$ cat src/common/fuse_filter_pkg.sv
// Command values and register offsets are this filter's own encoding; offsets assume a 4 KiB window.
package fuse_filter_pkg;

    // --------------------------------------------------
    // Widths that carry a meaning
    // --------------------------------------------------
    typedef logic [31:0] fuse_addr_t;
    typedef logic [31:0] axi_user_t;
    typedef logic [11:0] reg_offset_t;

    // Direct-access registers of the fuse controller.
    localparam reg_offset_t WDATA0_OFFSET = 12'h010;
    localparam reg_offset_t WDATA1_OFFSET = 12'h014;
    localparam reg_offset_t ADDR_OFFSET   = 12'h018;
    localparam reg_offset_t CMD_OFFSET    = 12'h01C;

    // Range 0 pairs with the Caliptra ID, ranges 1 and 2 with the MCU ID.
    localparam int NUM_RANGES = 3;

    // Any value outside this list is an unknown command.
    typedef enum logic [31:0] {
        DAI_READ    = 32'h0000_0001,
        DAI_WRITE   = 32'h0000_0002,
        DAI_DIGEST  = 32'h0000_0004,
        DAI_ZEROIZE = 32'h0000_0008
    } dai_cmd_e;

    typedef enum logic [2:0] {
        RESET,
        IDLE,
        WDATA_ADDR,
        WDATA,
        FADDR_ADDR,
        FADDR_WR,
        CMD_ADDR,
        DISCARD
    } seq_state_e;

    // --------------------------------------------------
    // Bundles between blocks
    // --------------------------------------------------
    // Observed AXI write channel fields, read only.
    typedef struct packed {
        logic        aw_valid;
        logic        aw_ready;
        reg_offset_t aw_offset;
        axi_user_t   aw_user;
        logic        w_valid;
        logic        w_ready;
        logic [31:0] w_data;
    } axi_snoop_t;

    typedef struct packed {
        logic wdata0_aw;
        logic wdata1_aw;
        logic addr_aw;
        logic cmd_aw;
        logic w_beat;
    } phase_evt_t;

    typedef struct packed {
        logic clear;
        logic lat_data0;
        logic lat_data1;
        logic lat_addr_id;
        logic lat_cmd_id;
        logic lat_fuse_addr;
    } latch_ctrl_t;

endpackage

$ cat src/design/fuse_filter_top.sv
// Observes AXI only; the fuse controller must honour discard_fuse_write_o and acknowledge it.
`timescale 1ns/1ns

module fuse_filter_top #(
    parameter fuse_filter_pkg::fuse_addr_t RANGE0_LO = 32'h0000_0000,
    parameter fuse_filter_pkg::fuse_addr_t RANGE0_HI = 32'h0000_00FF,
    parameter fuse_filter_pkg::fuse_addr_t RANGE1_LO = 32'h0000_0100,
    parameter fuse_filter_pkg::fuse_addr_t RANGE1_HI = 32'h0000_01FF,
    parameter fuse_filter_pkg::fuse_addr_t RANGE2_LO = 32'h0000_0200,
    parameter fuse_filter_pkg::fuse_addr_t RANGE2_HI = 32'h0000_02FF,
    parameter fuse_filter_pkg::fuse_addr_t SECRET_LO = 32'h0000_0000,
    parameter fuse_filter_pkg::fuse_addr_t SECRET_HI = 32'h0000_007F
) (
    input  logic                         clk_i,
    input  logic                         rst_n_i,
    input  logic                         fc_init_done_i,
    input  logic                         fips_zeroize_i,
    input  fuse_filter_pkg::axi_user_t   cptra_user_i,
    input  fuse_filter_pkg::axi_user_t   mcu_user_i,
    input  fuse_filter_pkg::axi_snoop_t  snoop_i,
    input  logic                         discarded_fuse_write_i,
    output logic                         discard_fuse_write_o
);

    fuse_filter_pkg::phase_evt_t  evt;
    fuse_filter_pkg::latch_ctrl_t ctrl;
    fuse_filter_pkg::fuse_addr_t  fuse_addr;
    fuse_filter_pkg::axi_user_t   cmd_id;
    fuse_filter_pkg::dai_cmd_e    cmd;
    logic                         secret;
    logic                         all_same_id;
    logic                         addr_cmd_same_id;
    logic                         write_allowed;

    dai_id_tracker #(
        .SECRET_LO (SECRET_LO),
        .SECRET_HI (SECRET_HI)
    ) u_tracker (
        .clk_i              (clk_i),
        .rst_n_i            (rst_n_i),
        .snoop_i            (snoop_i),
        .ctrl_i             (ctrl),
        .evt_o              (evt),
        .fuse_addr_o        (fuse_addr),
        .cmd_id_o           (cmd_id),
        .secret_o           (secret),
        .all_same_id_o      (all_same_id),
        .addr_cmd_same_id_o (addr_cmd_same_id),
        .cmd_o              (cmd)
    );

    fuse_range_table #(
        .RANGE0_LO (RANGE0_LO),
        .RANGE0_HI (RANGE0_HI),
        .RANGE1_LO (RANGE1_LO),
        .RANGE1_HI (RANGE1_HI),
        .RANGE2_LO (RANGE2_LO),
        .RANGE2_HI (RANGE2_HI)
    ) u_table (
        .fuse_addr_i     (fuse_addr),
        .cmd_id_i        (cmd_id),
        .cptra_user_i    (cptra_user_i),
        .mcu_user_i      (mcu_user_i),
        .write_allowed_o (write_allowed)
    );

    dai_cmd_sequencer u_seq (
        .clk_i                  (clk_i),
        .rst_n_i                (rst_n_i),
        .fc_init_done_i         (fc_init_done_i),
        .fips_zeroize_i         (fips_zeroize_i),
        .evt_i                  (evt),
        .cmd_i                  (cmd),
        .write_allowed_i        (write_allowed),
        .all_same_id_i          (all_same_id),
        .addr_cmd_same_id_i     (addr_cmd_same_id),
        .secret_i               (secret),
        .discarded_fuse_write_i (discarded_fuse_write_i),
        .ctrl_o                 (ctrl),
        .discard_fuse_write_o   (discard_fuse_write_o)
    );

endmodule

$ cat src/filter/dai_cmd_sequencer.sv
// One command is tracked at a time; the discard holds until the controller acknowledges it.
`timescale 1ns/1ns

module dai_cmd_sequencer (
    input  logic                         clk_i,
    input  logic                         rst_n_i,
    input  logic                         fc_init_done_i,
    input  logic                         fips_zeroize_i,
    input  fuse_filter_pkg::phase_evt_t  evt_i,
    input  fuse_filter_pkg::dai_cmd_e    cmd_i,
    input  logic                         write_allowed_i,
    input  logic                         all_same_id_i,
    input  logic                         addr_cmd_same_id_i,
    input  logic                         secret_i,
    input  logic                         discarded_fuse_write_i,
    output fuse_filter_pkg::latch_ctrl_t ctrl_o,
    output logic                         discard_fuse_write_o
);

    fuse_filter_pkg::seq_state_e state_q;
    fuse_filter_pkg::seq_state_e state_d;
    logic                        violation;
    logic                        discard_d;

    // --------------------------------------------------
    // Per-command policy
    // --------------------------------------------------
    // Read and unknown commands are never discarded.
    always_comb begin
        case (cmd_i)
            fuse_filter_pkg::DAI_WRITE: begin
                violation = !write_allowed_i || !all_same_id_i;
            end
            fuse_filter_pkg::DAI_DIGEST: begin
                violation = !write_allowed_i || !addr_cmd_same_id_i;
            end
            fuse_filter_pkg::DAI_ZEROIZE: begin
                // The secret range may only be zeroized under a FIPS zeroization.
                violation = (secret_i && !fips_zeroize_i) ||
                            !write_allowed_i ||
                            !addr_cmd_same_id_i;
            end
            default: begin
                violation = 1'b0;
            end
        endcase
    end

    // --------------------------------------------------
    // Phase FSM
    // --------------------------------------------------
    always_comb begin
        state_d   = state_q;
        ctrl_o    = '0;
        discard_d = 1'b0;

        case (state_q)
            fuse_filter_pkg::RESET: begin
                ctrl_o.clear = 1'b1;
                if (fc_init_done_i) begin
                    state_d = fuse_filter_pkg::IDLE;
                end
            end
            // A new register write may start from any settled phase.
            fuse_filter_pkg::IDLE,
            fuse_filter_pkg::WDATA,
            fuse_filter_pkg::FADDR_WR: begin
                if (evt_i.wdata0_aw) begin
                    ctrl_o.lat_data0 = 1'b1;
                    state_d          = fuse_filter_pkg::WDATA_ADDR;
                end else if (evt_i.wdata1_aw) begin
                    ctrl_o.lat_data1 = 1'b1;
                    state_d          = fuse_filter_pkg::WDATA_ADDR;
                end else if (evt_i.addr_aw) begin
                    ctrl_o.lat_addr_id = 1'b1;
                    state_d            = fuse_filter_pkg::FADDR_ADDR;
                end else if (evt_i.cmd_aw) begin
                    ctrl_o.lat_cmd_id = 1'b1;
                    state_d           = fuse_filter_pkg::CMD_ADDR;
                end
            end
            fuse_filter_pkg::WDATA_ADDR: begin
                if (evt_i.w_beat) begin
                    state_d = fuse_filter_pkg::WDATA;
                end
            end
            fuse_filter_pkg::FADDR_ADDR: begin
                if (evt_i.w_beat) begin
                    ctrl_o.lat_fuse_addr = 1'b1;
                    state_d              = fuse_filter_pkg::FADDR_WR;
                end
            end
            fuse_filter_pkg::CMD_ADDR: begin
                // The W beat carries the command value itself.
                if (evt_i.w_beat) begin
                    discard_d = violation;
                    state_d   = violation ? fuse_filter_pkg::DISCARD : fuse_filter_pkg::IDLE;
                end
            end
            fuse_filter_pkg::DISCARD: begin
                discard_d = 1'b1;
                if (discarded_fuse_write_i) begin
                    state_d = fuse_filter_pkg::IDLE;
                end
            end
            default: begin
                state_d = fuse_filter_pkg::IDLE;
            end
        endcase
    end

    // The discard output is registered, so it lags its deciding beat by one cycle.
    always_ff @(posedge clk_i or negedge rst_n_i) begin
        if (!rst_n_i) begin
            state_q              <= fuse_filter_pkg::RESET;
            discard_fuse_write_o <= 1'b0;
        end else begin
            state_q              <= state_d;
            discard_fuse_write_o <= discard_d;
        end
    end

endmodule

$ cat src/filter/dai_id_tracker.sv
// A beat counts only with valid and ready high together; offsets are compared on 12 bits only.
`timescale 1ns/1ns

module dai_id_tracker #(
    parameter fuse_filter_pkg::fuse_addr_t SECRET_LO = 32'h0000_0000,
    parameter fuse_filter_pkg::fuse_addr_t SECRET_HI = 32'h0000_007F
) (
    input  logic                         clk_i,
    input  logic                         rst_n_i,
    input  fuse_filter_pkg::axi_snoop_t  snoop_i,
    input  fuse_filter_pkg::latch_ctrl_t ctrl_i,
    output fuse_filter_pkg::phase_evt_t  evt_o,
    output fuse_filter_pkg::fuse_addr_t  fuse_addr_o,
    output fuse_filter_pkg::axi_user_t   cmd_id_o,
    output logic                         secret_o,
    output logic                         all_same_id_o,
    output logic                         addr_cmd_same_id_o,
    output fuse_filter_pkg::dai_cmd_e    cmd_o
);

    logic                        aw_hs;
    logic                        in_secret;
    fuse_filter_pkg::axi_user_t  data0_id_q;
    fuse_filter_pkg::axi_user_t  data1_id_q;
    fuse_filter_pkg::axi_user_t  addr_id_q;
    fuse_filter_pkg::axi_user_t  cmd_id_q;
    fuse_filter_pkg::fuse_addr_t fuse_addr_q;
    logic                        secret_q;

    // --------------------------------------------------
    // Beat decode
    // --------------------------------------------------
    assign aw_hs = snoop_i.aw_valid && snoop_i.aw_ready;

    always_comb begin
        evt_o.wdata0_aw = aw_hs && (snoop_i.aw_offset == fuse_filter_pkg::WDATA0_OFFSET);
        evt_o.wdata1_aw = aw_hs && (snoop_i.aw_offset == fuse_filter_pkg::WDATA1_OFFSET);
        evt_o.addr_aw   = aw_hs && (snoop_i.aw_offset == fuse_filter_pkg::ADDR_OFFSET);
        evt_o.cmd_aw    = aw_hs && (snoop_i.aw_offset == fuse_filter_pkg::CMD_OFFSET);
        evt_o.w_beat    = snoop_i.w_valid && snoop_i.w_ready;
    end

    // The W data of an address write is the fuse address.
    assign in_secret = (snoop_i.w_data >= SECRET_LO) && (snoop_i.w_data <= SECRET_HI);

    // --------------------------------------------------
    // ID and address latches
    // --------------------------------------------------
    // Each enable arrives from the sequencer in the cycle of its beat, so the
    // latch is written on the same edge that samples the beat.
    always_ff @(posedge clk_i or negedge rst_n_i) begin
        if (!rst_n_i) begin
            data0_id_q  <= '0;
            data1_id_q  <= '0;
            addr_id_q   <= '0;
            cmd_id_q    <= '0;
            fuse_addr_q <= '0;
            secret_q    <= 1'b0;
        end else if (ctrl_i.clear) begin
            data0_id_q  <= '0;
            data1_id_q  <= '0;
            addr_id_q   <= '0;
            cmd_id_q    <= '0;
            fuse_addr_q <= '0;
            secret_q    <= 1'b0;
        end else begin
            if (ctrl_i.lat_data0) begin
                data0_id_q <= snoop_i.aw_user;
            end
            if (ctrl_i.lat_data1) begin
                data1_id_q <= snoop_i.aw_user;
            end
            if (ctrl_i.lat_addr_id) begin
                addr_id_q <= snoop_i.aw_user;
            end
            if (ctrl_i.lat_cmd_id) begin
                cmd_id_q <= snoop_i.aw_user;
            end
            if (ctrl_i.lat_fuse_addr) begin
                fuse_addr_q <= snoop_i.w_data;
                secret_q    <= in_secret;
            end
        end
    end

    // --------------------------------------------------
    // Results to the table and the sequencer
    // --------------------------------------------------
    assign fuse_addr_o = fuse_addr_q;
    assign cmd_id_o    = cmd_id_q;
    assign secret_o    = secret_q;

    // A Write must come from one master across all four phases.
    assign all_same_id_o = (data0_id_q == data1_id_q) &&
                           (data1_id_q == addr_id_q) &&
                           (addr_id_q == cmd_id_q);

    assign addr_cmd_same_id_o = (addr_id_q == cmd_id_q);

    // Only meaningful while the command W beat is on the bus.
    assign cmd_o = fuse_filter_pkg::dai_cmd_e'(snoop_i.w_data);

endmodule

$ cat src/filter/fuse_range_table.sv
// Bounds are inclusive; ranges may overlap and any matching range grants the write.
`timescale 1ns/1ns

module fuse_range_table #(
    parameter fuse_filter_pkg::fuse_addr_t RANGE0_LO = 32'h0000_0000,
    parameter fuse_filter_pkg::fuse_addr_t RANGE0_HI = 32'h0000_00FF,
    parameter fuse_filter_pkg::fuse_addr_t RANGE1_LO = 32'h0000_0100,
    parameter fuse_filter_pkg::fuse_addr_t RANGE1_HI = 32'h0000_01FF,
    parameter fuse_filter_pkg::fuse_addr_t RANGE2_LO = 32'h0000_0200,
    parameter fuse_filter_pkg::fuse_addr_t RANGE2_HI = 32'h0000_02FF
) (
    input  fuse_filter_pkg::fuse_addr_t fuse_addr_i,
    input  fuse_filter_pkg::axi_user_t  cmd_id_i,
    input  fuse_filter_pkg::axi_user_t  cptra_user_i,
    input  fuse_filter_pkg::axi_user_t  mcu_user_i,
    output logic                        write_allowed_o
);

    localparam int NR = fuse_filter_pkg::NUM_RANGES;

    localparam fuse_filter_pkg::fuse_addr_t [NR-1:0] RANGE_LO = {RANGE2_LO, RANGE1_LO, RANGE0_LO};
    localparam fuse_filter_pkg::fuse_addr_t [NR-1:0] RANGE_HI = {RANGE2_HI, RANGE1_HI, RANGE0_HI};

    fuse_filter_pkg::axi_user_t [NR-1:0] range_id;
    logic [NR-1:0]                       range_hit;

    // --------------------------------------------------
    // Strap pairing and range match
    // --------------------------------------------------
    always_comb begin
        range_id[0] = cptra_user_i;
        range_id[1] = mcu_user_i;
        range_id[2] = mcu_user_i;

        for (int i = 0; i < NR; i++) begin
            range_hit[i] = (fuse_addr_i >= RANGE_LO[i]) &&
                           (fuse_addr_i <= RANGE_HI[i]) &&
                           (cmd_id_i == range_id[i]);
        end
    end

    assign write_allowed_o = |range_hit;

endmodule

$ cat config.mk
export PLATFORM = sky130hd
export DESIGN_NAME = fuse_filter_top
export DESIGN_NICKNAME = d
export VERILOG_FILES = /design/src/common/fuse_filter_pkg.sv /design/src/design/fuse_filter_top.sv /design/src/filter/dai_cmd_sequencer.sv /design/src/filter/dai_id_tracker.sv /design/src/filter/fuse_range_table.sv
export SDC_FILE = /design/constraint.sdc
export NUM_CORES = 1
export LEC_CHECK = 0
export ABC_CLOCK_PERIOD_IN_PS = 4200
export BUFFER_PORTS_ARGS = -buffer_cell sky130_fd_sc_hd__buf_2
export CAP_MARGIN = 5
export CORE_UTILIZATION = 45
export DETAILED_ROUTE_END_ITERATION = 12
export PLACE_DENSITY_LB_ADDON = 0.25
export RECOVER_POWER = 50
export SETUP_SLACK_MARGIN = 0.5
export SLEW_MARGIN = 15
export SYNTH_ARGS = -nofsm -noshare
export SYNTH_HDL_FRONTEND = slang
export SYNTH_HIERARCHICAL = 1
export SYNTH_SLANG_ARGS = --single-unit
export TNS_END_PERCENT = 100
$ cat constraint.sdc
create_clock -name clk_i -period 4.2 [get_ports clk_i]
set_input_delay 0.42 -clock clk_i [delete_from_list [all_inputs] [get_ports clk_i]]
set_output_delay 0.42 -clock clk_i [all_outputs]
set_load 0.05 [all_outputs]
**Word level (Yosys, flattened, before mapping)**

Index checks and enable logic that the tools add are counted.

- Register bits: 165
- Bits of input ports: 149
- Output and inout bits: 1

- Order comparisons: 8
- Equal/unequal tests: 25
- Mux-type cells: 37
- Reduce and logical (&&, ||, !) cells: 33

Operator list:

| cell | number |
|---|---|
| 32-bit two-way mux | 10 |
| 32-bit == test | 5 |
| 32-bit by 1-bit >= comparator with 1-bit output, second input constant | 2 |
| 12-bit by 5-bit == test with 1-bit output, second input constant | 4 |
| 3-bit two-way mux | 11 |
| 32-bit by 2-bit == test with 1-bit output, second input constant | 1 |
| 32-bit by 3-bit == test with 1-bit output, second input constant | 1 |
| 32-bit by 4-bit == test with 1-bit output, second input constant | 1 |
| 32-bit by 10-bit >= comparator with 1-bit output, second input constant | 1 |
| 32-bit by 9-bit >= comparator with 1-bit output, second input constant | 1 |
| 32-bit by 10-bit <= comparator with 1-bit output, second input constant | 1 |
| 32-bit by 7-bit <= comparator with 1-bit output, second input constant | 1 |
| 32-bit by 8-bit <= comparator with 1-bit output, second input constant | 1 |
| 32-bit by 9-bit <= comparator with 1-bit output, second input constant | 1 |
| 3-bit case mux with 6 select lines | 1 |
| 1-bit logical AND | 16 |
| 3-bit == test, second input constant | 4 |
| 1-bit two-way mux | 11 |
| 2-bit inequality test, second input constant | 5 |
| 2-bit nonzero test | 5 |
| 3-bit by 2-bit == test with 1-bit output, second input constant | 2 |
| 6-bit AND reduction | 1 |
| 3-bit OR reduction | 2 |
| 5-bit inequality test, second input constant | 1 |
| other kinds (8) | 14 |

**Longest topological paths before layout**

- Word-level depth: 11
- Mapped depth: 10

**Hierarchy**

Netlist, hierarchy kept.

Modules (own cells, without submodules):

| module | instances | cells an instance | area an instance (um^2) |
|---|---|---|---|
| dai_id_tracker | 1 | 703 | 7691.1 |
| fuse_range_table | 1 | 98 | 782.0 |
| dai_cmd_sequencer | 1 | 61 | 521.8 |

**Worst setup path after synthesis**

No wires, ideal clock.

- Path type: reg2reg
- Start point: register u_tracker.cmd_id_q[27], in the netlist u_tracker/cmd_id_o[27]
- End point: register u_seq.state_q[1]
- Setup time: 132 ps
- Arrival: 2093 ps
- Required time: 4068 ps
- Path slack: 1975 ps
- Stages on the path, launching flop included: 10
- Path buffers: 0
- Period minus slack after synthesis: 2225 ps
- Cells stage by stage: dfrtp_1 > xor2_1 > nor4_2 > nand4_1 > or4_1 > a21oi_1 > nand2_1 > a211oi_1 > a2111o_1 > a211oi_1

- Longest elaborated chain between the ends: 10

RTL lines:

| item | line | RTL |
|---|---|---|
| from (decl) | dai_id_tracker.sv:26 | `fuse_filter_pkg::axi_user_t cmd_id_q;` |
| from (signal assigned) | dai_id_tracker.sv:77 | `cmd_id_q <= snoop_i.aw_user;` |
| 32-bit == test | fuse_range_table.sv:38 | `(cmd_id_i == range_id[i]);` |
| 1-bit logical AND | fuse_range_table.sv:37 | `(fuse_addr_i <= RANGE_HI[i]) &&` |
| 3-bit OR reduction * | fuse_range_table.sv:42 | `assign write_allowed_o = \|range_hit;` |
| net write_allowed | fuse_filter_top.sv:33 | `logic write_allowed;` |
| 1-bit zero test * | dai_cmd_sequencer.sv:32, dai_cmd_sequencer.sv:35, dai_cmd_sequencer.sv:40 |  |
| 1-bit logical OR | dai_cmd_sequencer.sv:39 | `violation = (secret_i && !fips_zeroize_i) \|\|` |
| 1-bit logical OR | dai_cmd_sequencer.sv:40 | `!write_allowed_i \|\|` |
| 1-bit case mux with 3 select lines * | dai_cmd_sequencer.sv:30 | `case (cmd_i)` |
| 3-bit two-way mux * | dai_cmd_sequencer.sv:97 | `state_d = violation ? fuse_filter_pkg::DISCARD : fuse_filter_pkg::IDLE;` |
| 3-bit two-way mux * | dai_cmd_sequencer.sv:95 | `if (evt_i.w_beat) begin` |
| 3-bit case mux with 6 select lines * | dai_cmd_sequencer.sv:57 | `case (state_q)` |
| to (signal assigned) | dai_cmd_sequencer.sv:115 | `state_q <= fuse_filter_pkg::RESET;` |
| to (signal assigned) | dai_cmd_sequencer.sv:118 | `state_q <= state_d;` |
| to (decl) | dai_cmd_sequencer.sv:20 | `fuse_filter_pkg::seq_state_e state_q;` |

Mark *: on every way through the listed nets, which the timed path passes. The rest lies on a longest branch. The select of a mux whose other input is x is not followed.
A chain may end at the register's enable or synchronous reset.

**Final worst setup path**

- Start point: register u_tracker.cmd_id_q[28], in the netlist u_tracker/cmd_id_o[28]
- End point: register u_seq.state_q[2]

The elaborated chain is that of the path after synthesis.

==> metrics <==
DRT antenna net count=0; ant diodes=0; Tmin final=2.966 ns; Switch Pwr=0.001203 W; P_leak=4.939 nW; Syn Std Cell Area=8685 um^2; pre-CTS setup slack=1.285 ns; clock transition time at the flip-flop clock pins of the worst setup and hold paths=0.07 ns; RSZ-0062 raised after global routing=false; post-route worst setup slack=1.234 ns; final period utilization=0.7061; Worst Max-Slew Pin Slew=2.691 ns; DIE HEIGHT=140.9 um; clock network fraction of total power=0.394; Int Power=0.002836 W; buffers added on ports=149; setup bufs post-CTS=0; Critical Path RT=4.50 ns; vias per cell=5.391; CTS tree=yes; Layout Nets=1092; share of cells above drive strength 1=0.2165; Syn Inst Count=838; Ports=150; global-route wire length before repair=36.80 mm; Die X=140.9 um; # clock sinks=157; critical path's top delay family=simple AND/OR/NAND/NOR gates; Final HPWL DP=17.39 mm; Remaining Overflow, GRT=0; Avg Cell Area, Syn=10.36 um^2; vias in the first global route=6314; PwrDens=402.5 nW/um^2; DRT iter0 DRCs=496; Post-Route Setup TNS=0 ns; setup violators final=0; P&R area growth vs syn=15.53%; cts hold-fix bufs=0; Post-Syn Nets=987; via count=6555; num rows=50; Slew headroom=-0.7938; crit path max fanout=4; Core Footprint=18830 um^2; clock skew=0.008465 ns; Final Max Slew Viols=103; largest net degree at the start of global routing=104; CP arrival=3.27 ns; share of power burned in registers=0.426; final hold vios=0; Skew-Pair Late Insertion Delay=0.43 ns; CP max stage delay=0.79 ns; cell mode on critical path=a211oi_1; status=complete, but fails checks; clock buffer count from CTS=17; H-tree depth=4; filler cell count=1699; critical-path cell list=xor2_1 > nor4_1 > nand4_1 > or4_1 > a21oi_1 > nand2_1 > a211oi_1 > a2111o_1 > a211oi_1; Critical Path Sink Type=flip-flop; Yosys warning count=6; Total Routing Usage GR=0.2485; Gate power share=0.180; CTS resizes=0; Worst IR Drop VDD=0.2914 mV; violated checks=capacitance limit, slew limit; initial antenna violation count=0; post-DR wirelength/cell=19.63 um; CTS Root Cell=clkbuf_16; Hold Crit Class=in -> reg; die area=19860 um^2; max-cap check violation count=1; Worst Path Buf+Inv=0; clk buf depth=2; DRC=0; type of origin of the critical path=flip-flop; switch share=0.2979; crit path kind=reg -> reg; starting density of the core=0.4612; Pre-antenna DRT Iters=5; CP max stage cell=nor4_1; highest clock rate=337.2 MHz; routed wire length=23.87 mm; GP Congestion=0.9171
==> worst reg2reg max path, stage by stage, from the launching register on <==
cell      delay (ns)
dfrtp_1         0.47
xor2_1          0.20
nor4_1          0.79
nand4_1         0.17
or4_1           0.42
a21oi_1         0.20
nand2_1         0.09
a211oi_1        0.21
a2111o_1        0.21
a211oi_1        0.10
==> path summary, 6_finish.rpt <==
| check | depth (start not counted) | slack [ns] | from | to |
|---|---|---|---|---|
| max reg2reg | 9 | 1.23 | u_tracker/cmd_id_o[28] | u_seq/state_q[2] |
| min reg2reg | 2 | 0.48 | u_tracker/secret_o | u_tracker/secret_o |
| max in group asynchronous | 1 | 1.80 | rst_n_i | u_tracker/data1_id_q[6] |
| min | 3 | 0.27 | snoop_i[20] | u_tracker/fuse_addr_o[20] |
| min in group asynchronous | 1 | 0.82 | rst_n_i | u_tracker/cmd_id_o[5] |
| max | 9 | 1.23 | u_tracker/cmd_id_o[28] | u_seq/state_q[2] |
==> layout by cell type, fill, tap and decap left out, drive strengths merged, types with 5 or more instances in the layout <==
| master | n |
|---|---|
| nor2 | 161 |
| buf | 158 |
| dfrtp | 157 |
| mux2i | 152 |
| xor2 | 94 |
| nor4 | 49 |
| nor3 | 28 |
| and3 | 24 |
| xnor2 | 23 |
| clkbuf | 20 |
| nand4 | 16 |
| o22ai | 11 |
| nand3 | 7 |
| inv | 6 |
| clkinv | 6 |
| a21oi | 5 |
==> stage by stage <==
| stage | cell area, um^2 | instances | power (W) | utilization | hold slack, ns |
|---|---|---|---|---|---|
| after floorplan | 8685 | 838 | 0.002234 | - | 0.1244 |
| after global placement | 9433 | 1184 | 0.002468 | 0.5009 | 0.4672 |
| after detailed placement | 9433 | 1184 | 0.002475 | 0.5009 | 0.4686 |
| after CTS | 10040 | 1216 | 0.004064 | 0.5332 | 0.1689 |
| after global routing | 10030 | 1216 | 0.004218 | 0.5328 | 0.2753 |
| final | 10030 | 1216 | 0.004039 | 0.5328 | 0.2719 |
==> final cells by class <==
class,instances,area [um^2],share of cell area
clock buffer,19,442.9,0.04415
clock inverter,13,163.9,0.01634
inverter,4,15.01,0.001496
multi-input combinational,604,4324,0.4310
sequential,157,3929,0.3916
tap,260,325.3,0.03242
timing repair buffer,159,833.3,0.08305
==> layer usage <==
| layer | vias up | GRT usage | wire length [um] |
|---|---|---|---|
| li1 | 3101 | - | - |
| met1 | 3203 | 0.3484 | 11010 |
| met2 | 228 | 0.3928 | 11170 |
| met3 | 23 | 0.04654 | 1249 |
| met4 | 0 | 0.07037 | 439 |
| met5 | - | 0 | 0 |
==> sequential cells by signal (all words and copies together) (netlist names) <==
signal	cells
u_seq/discard_fuse_write_o	1
u_seq/state_q	3
u_tracker/addr_id_q	32
u_tracker/cmd_id_o	32
u_tracker/data0_id_q	32
u_tracker/data1_id_q	32
u_tracker/fuse_addr_o	24
u_tracker/secret_o	1
==> power by group through the flow <==
stage / Sequential [W] / Combinational (W) / Clock (W)
final: 0.00172 / 0.000727 / 0.00159
after global routing: 0.00174 / 0.000803 / 0.00168
after CTS: 0.00172 / 0.000732 / 0.00161
after detailed placement: 0.00175 / 0.000727 / 0
after global placement: 0.00174 / 0.000724 / 0
after floorplan: 0.00171 / 0.000525 / 0
(Power assumes the default switching activity.)
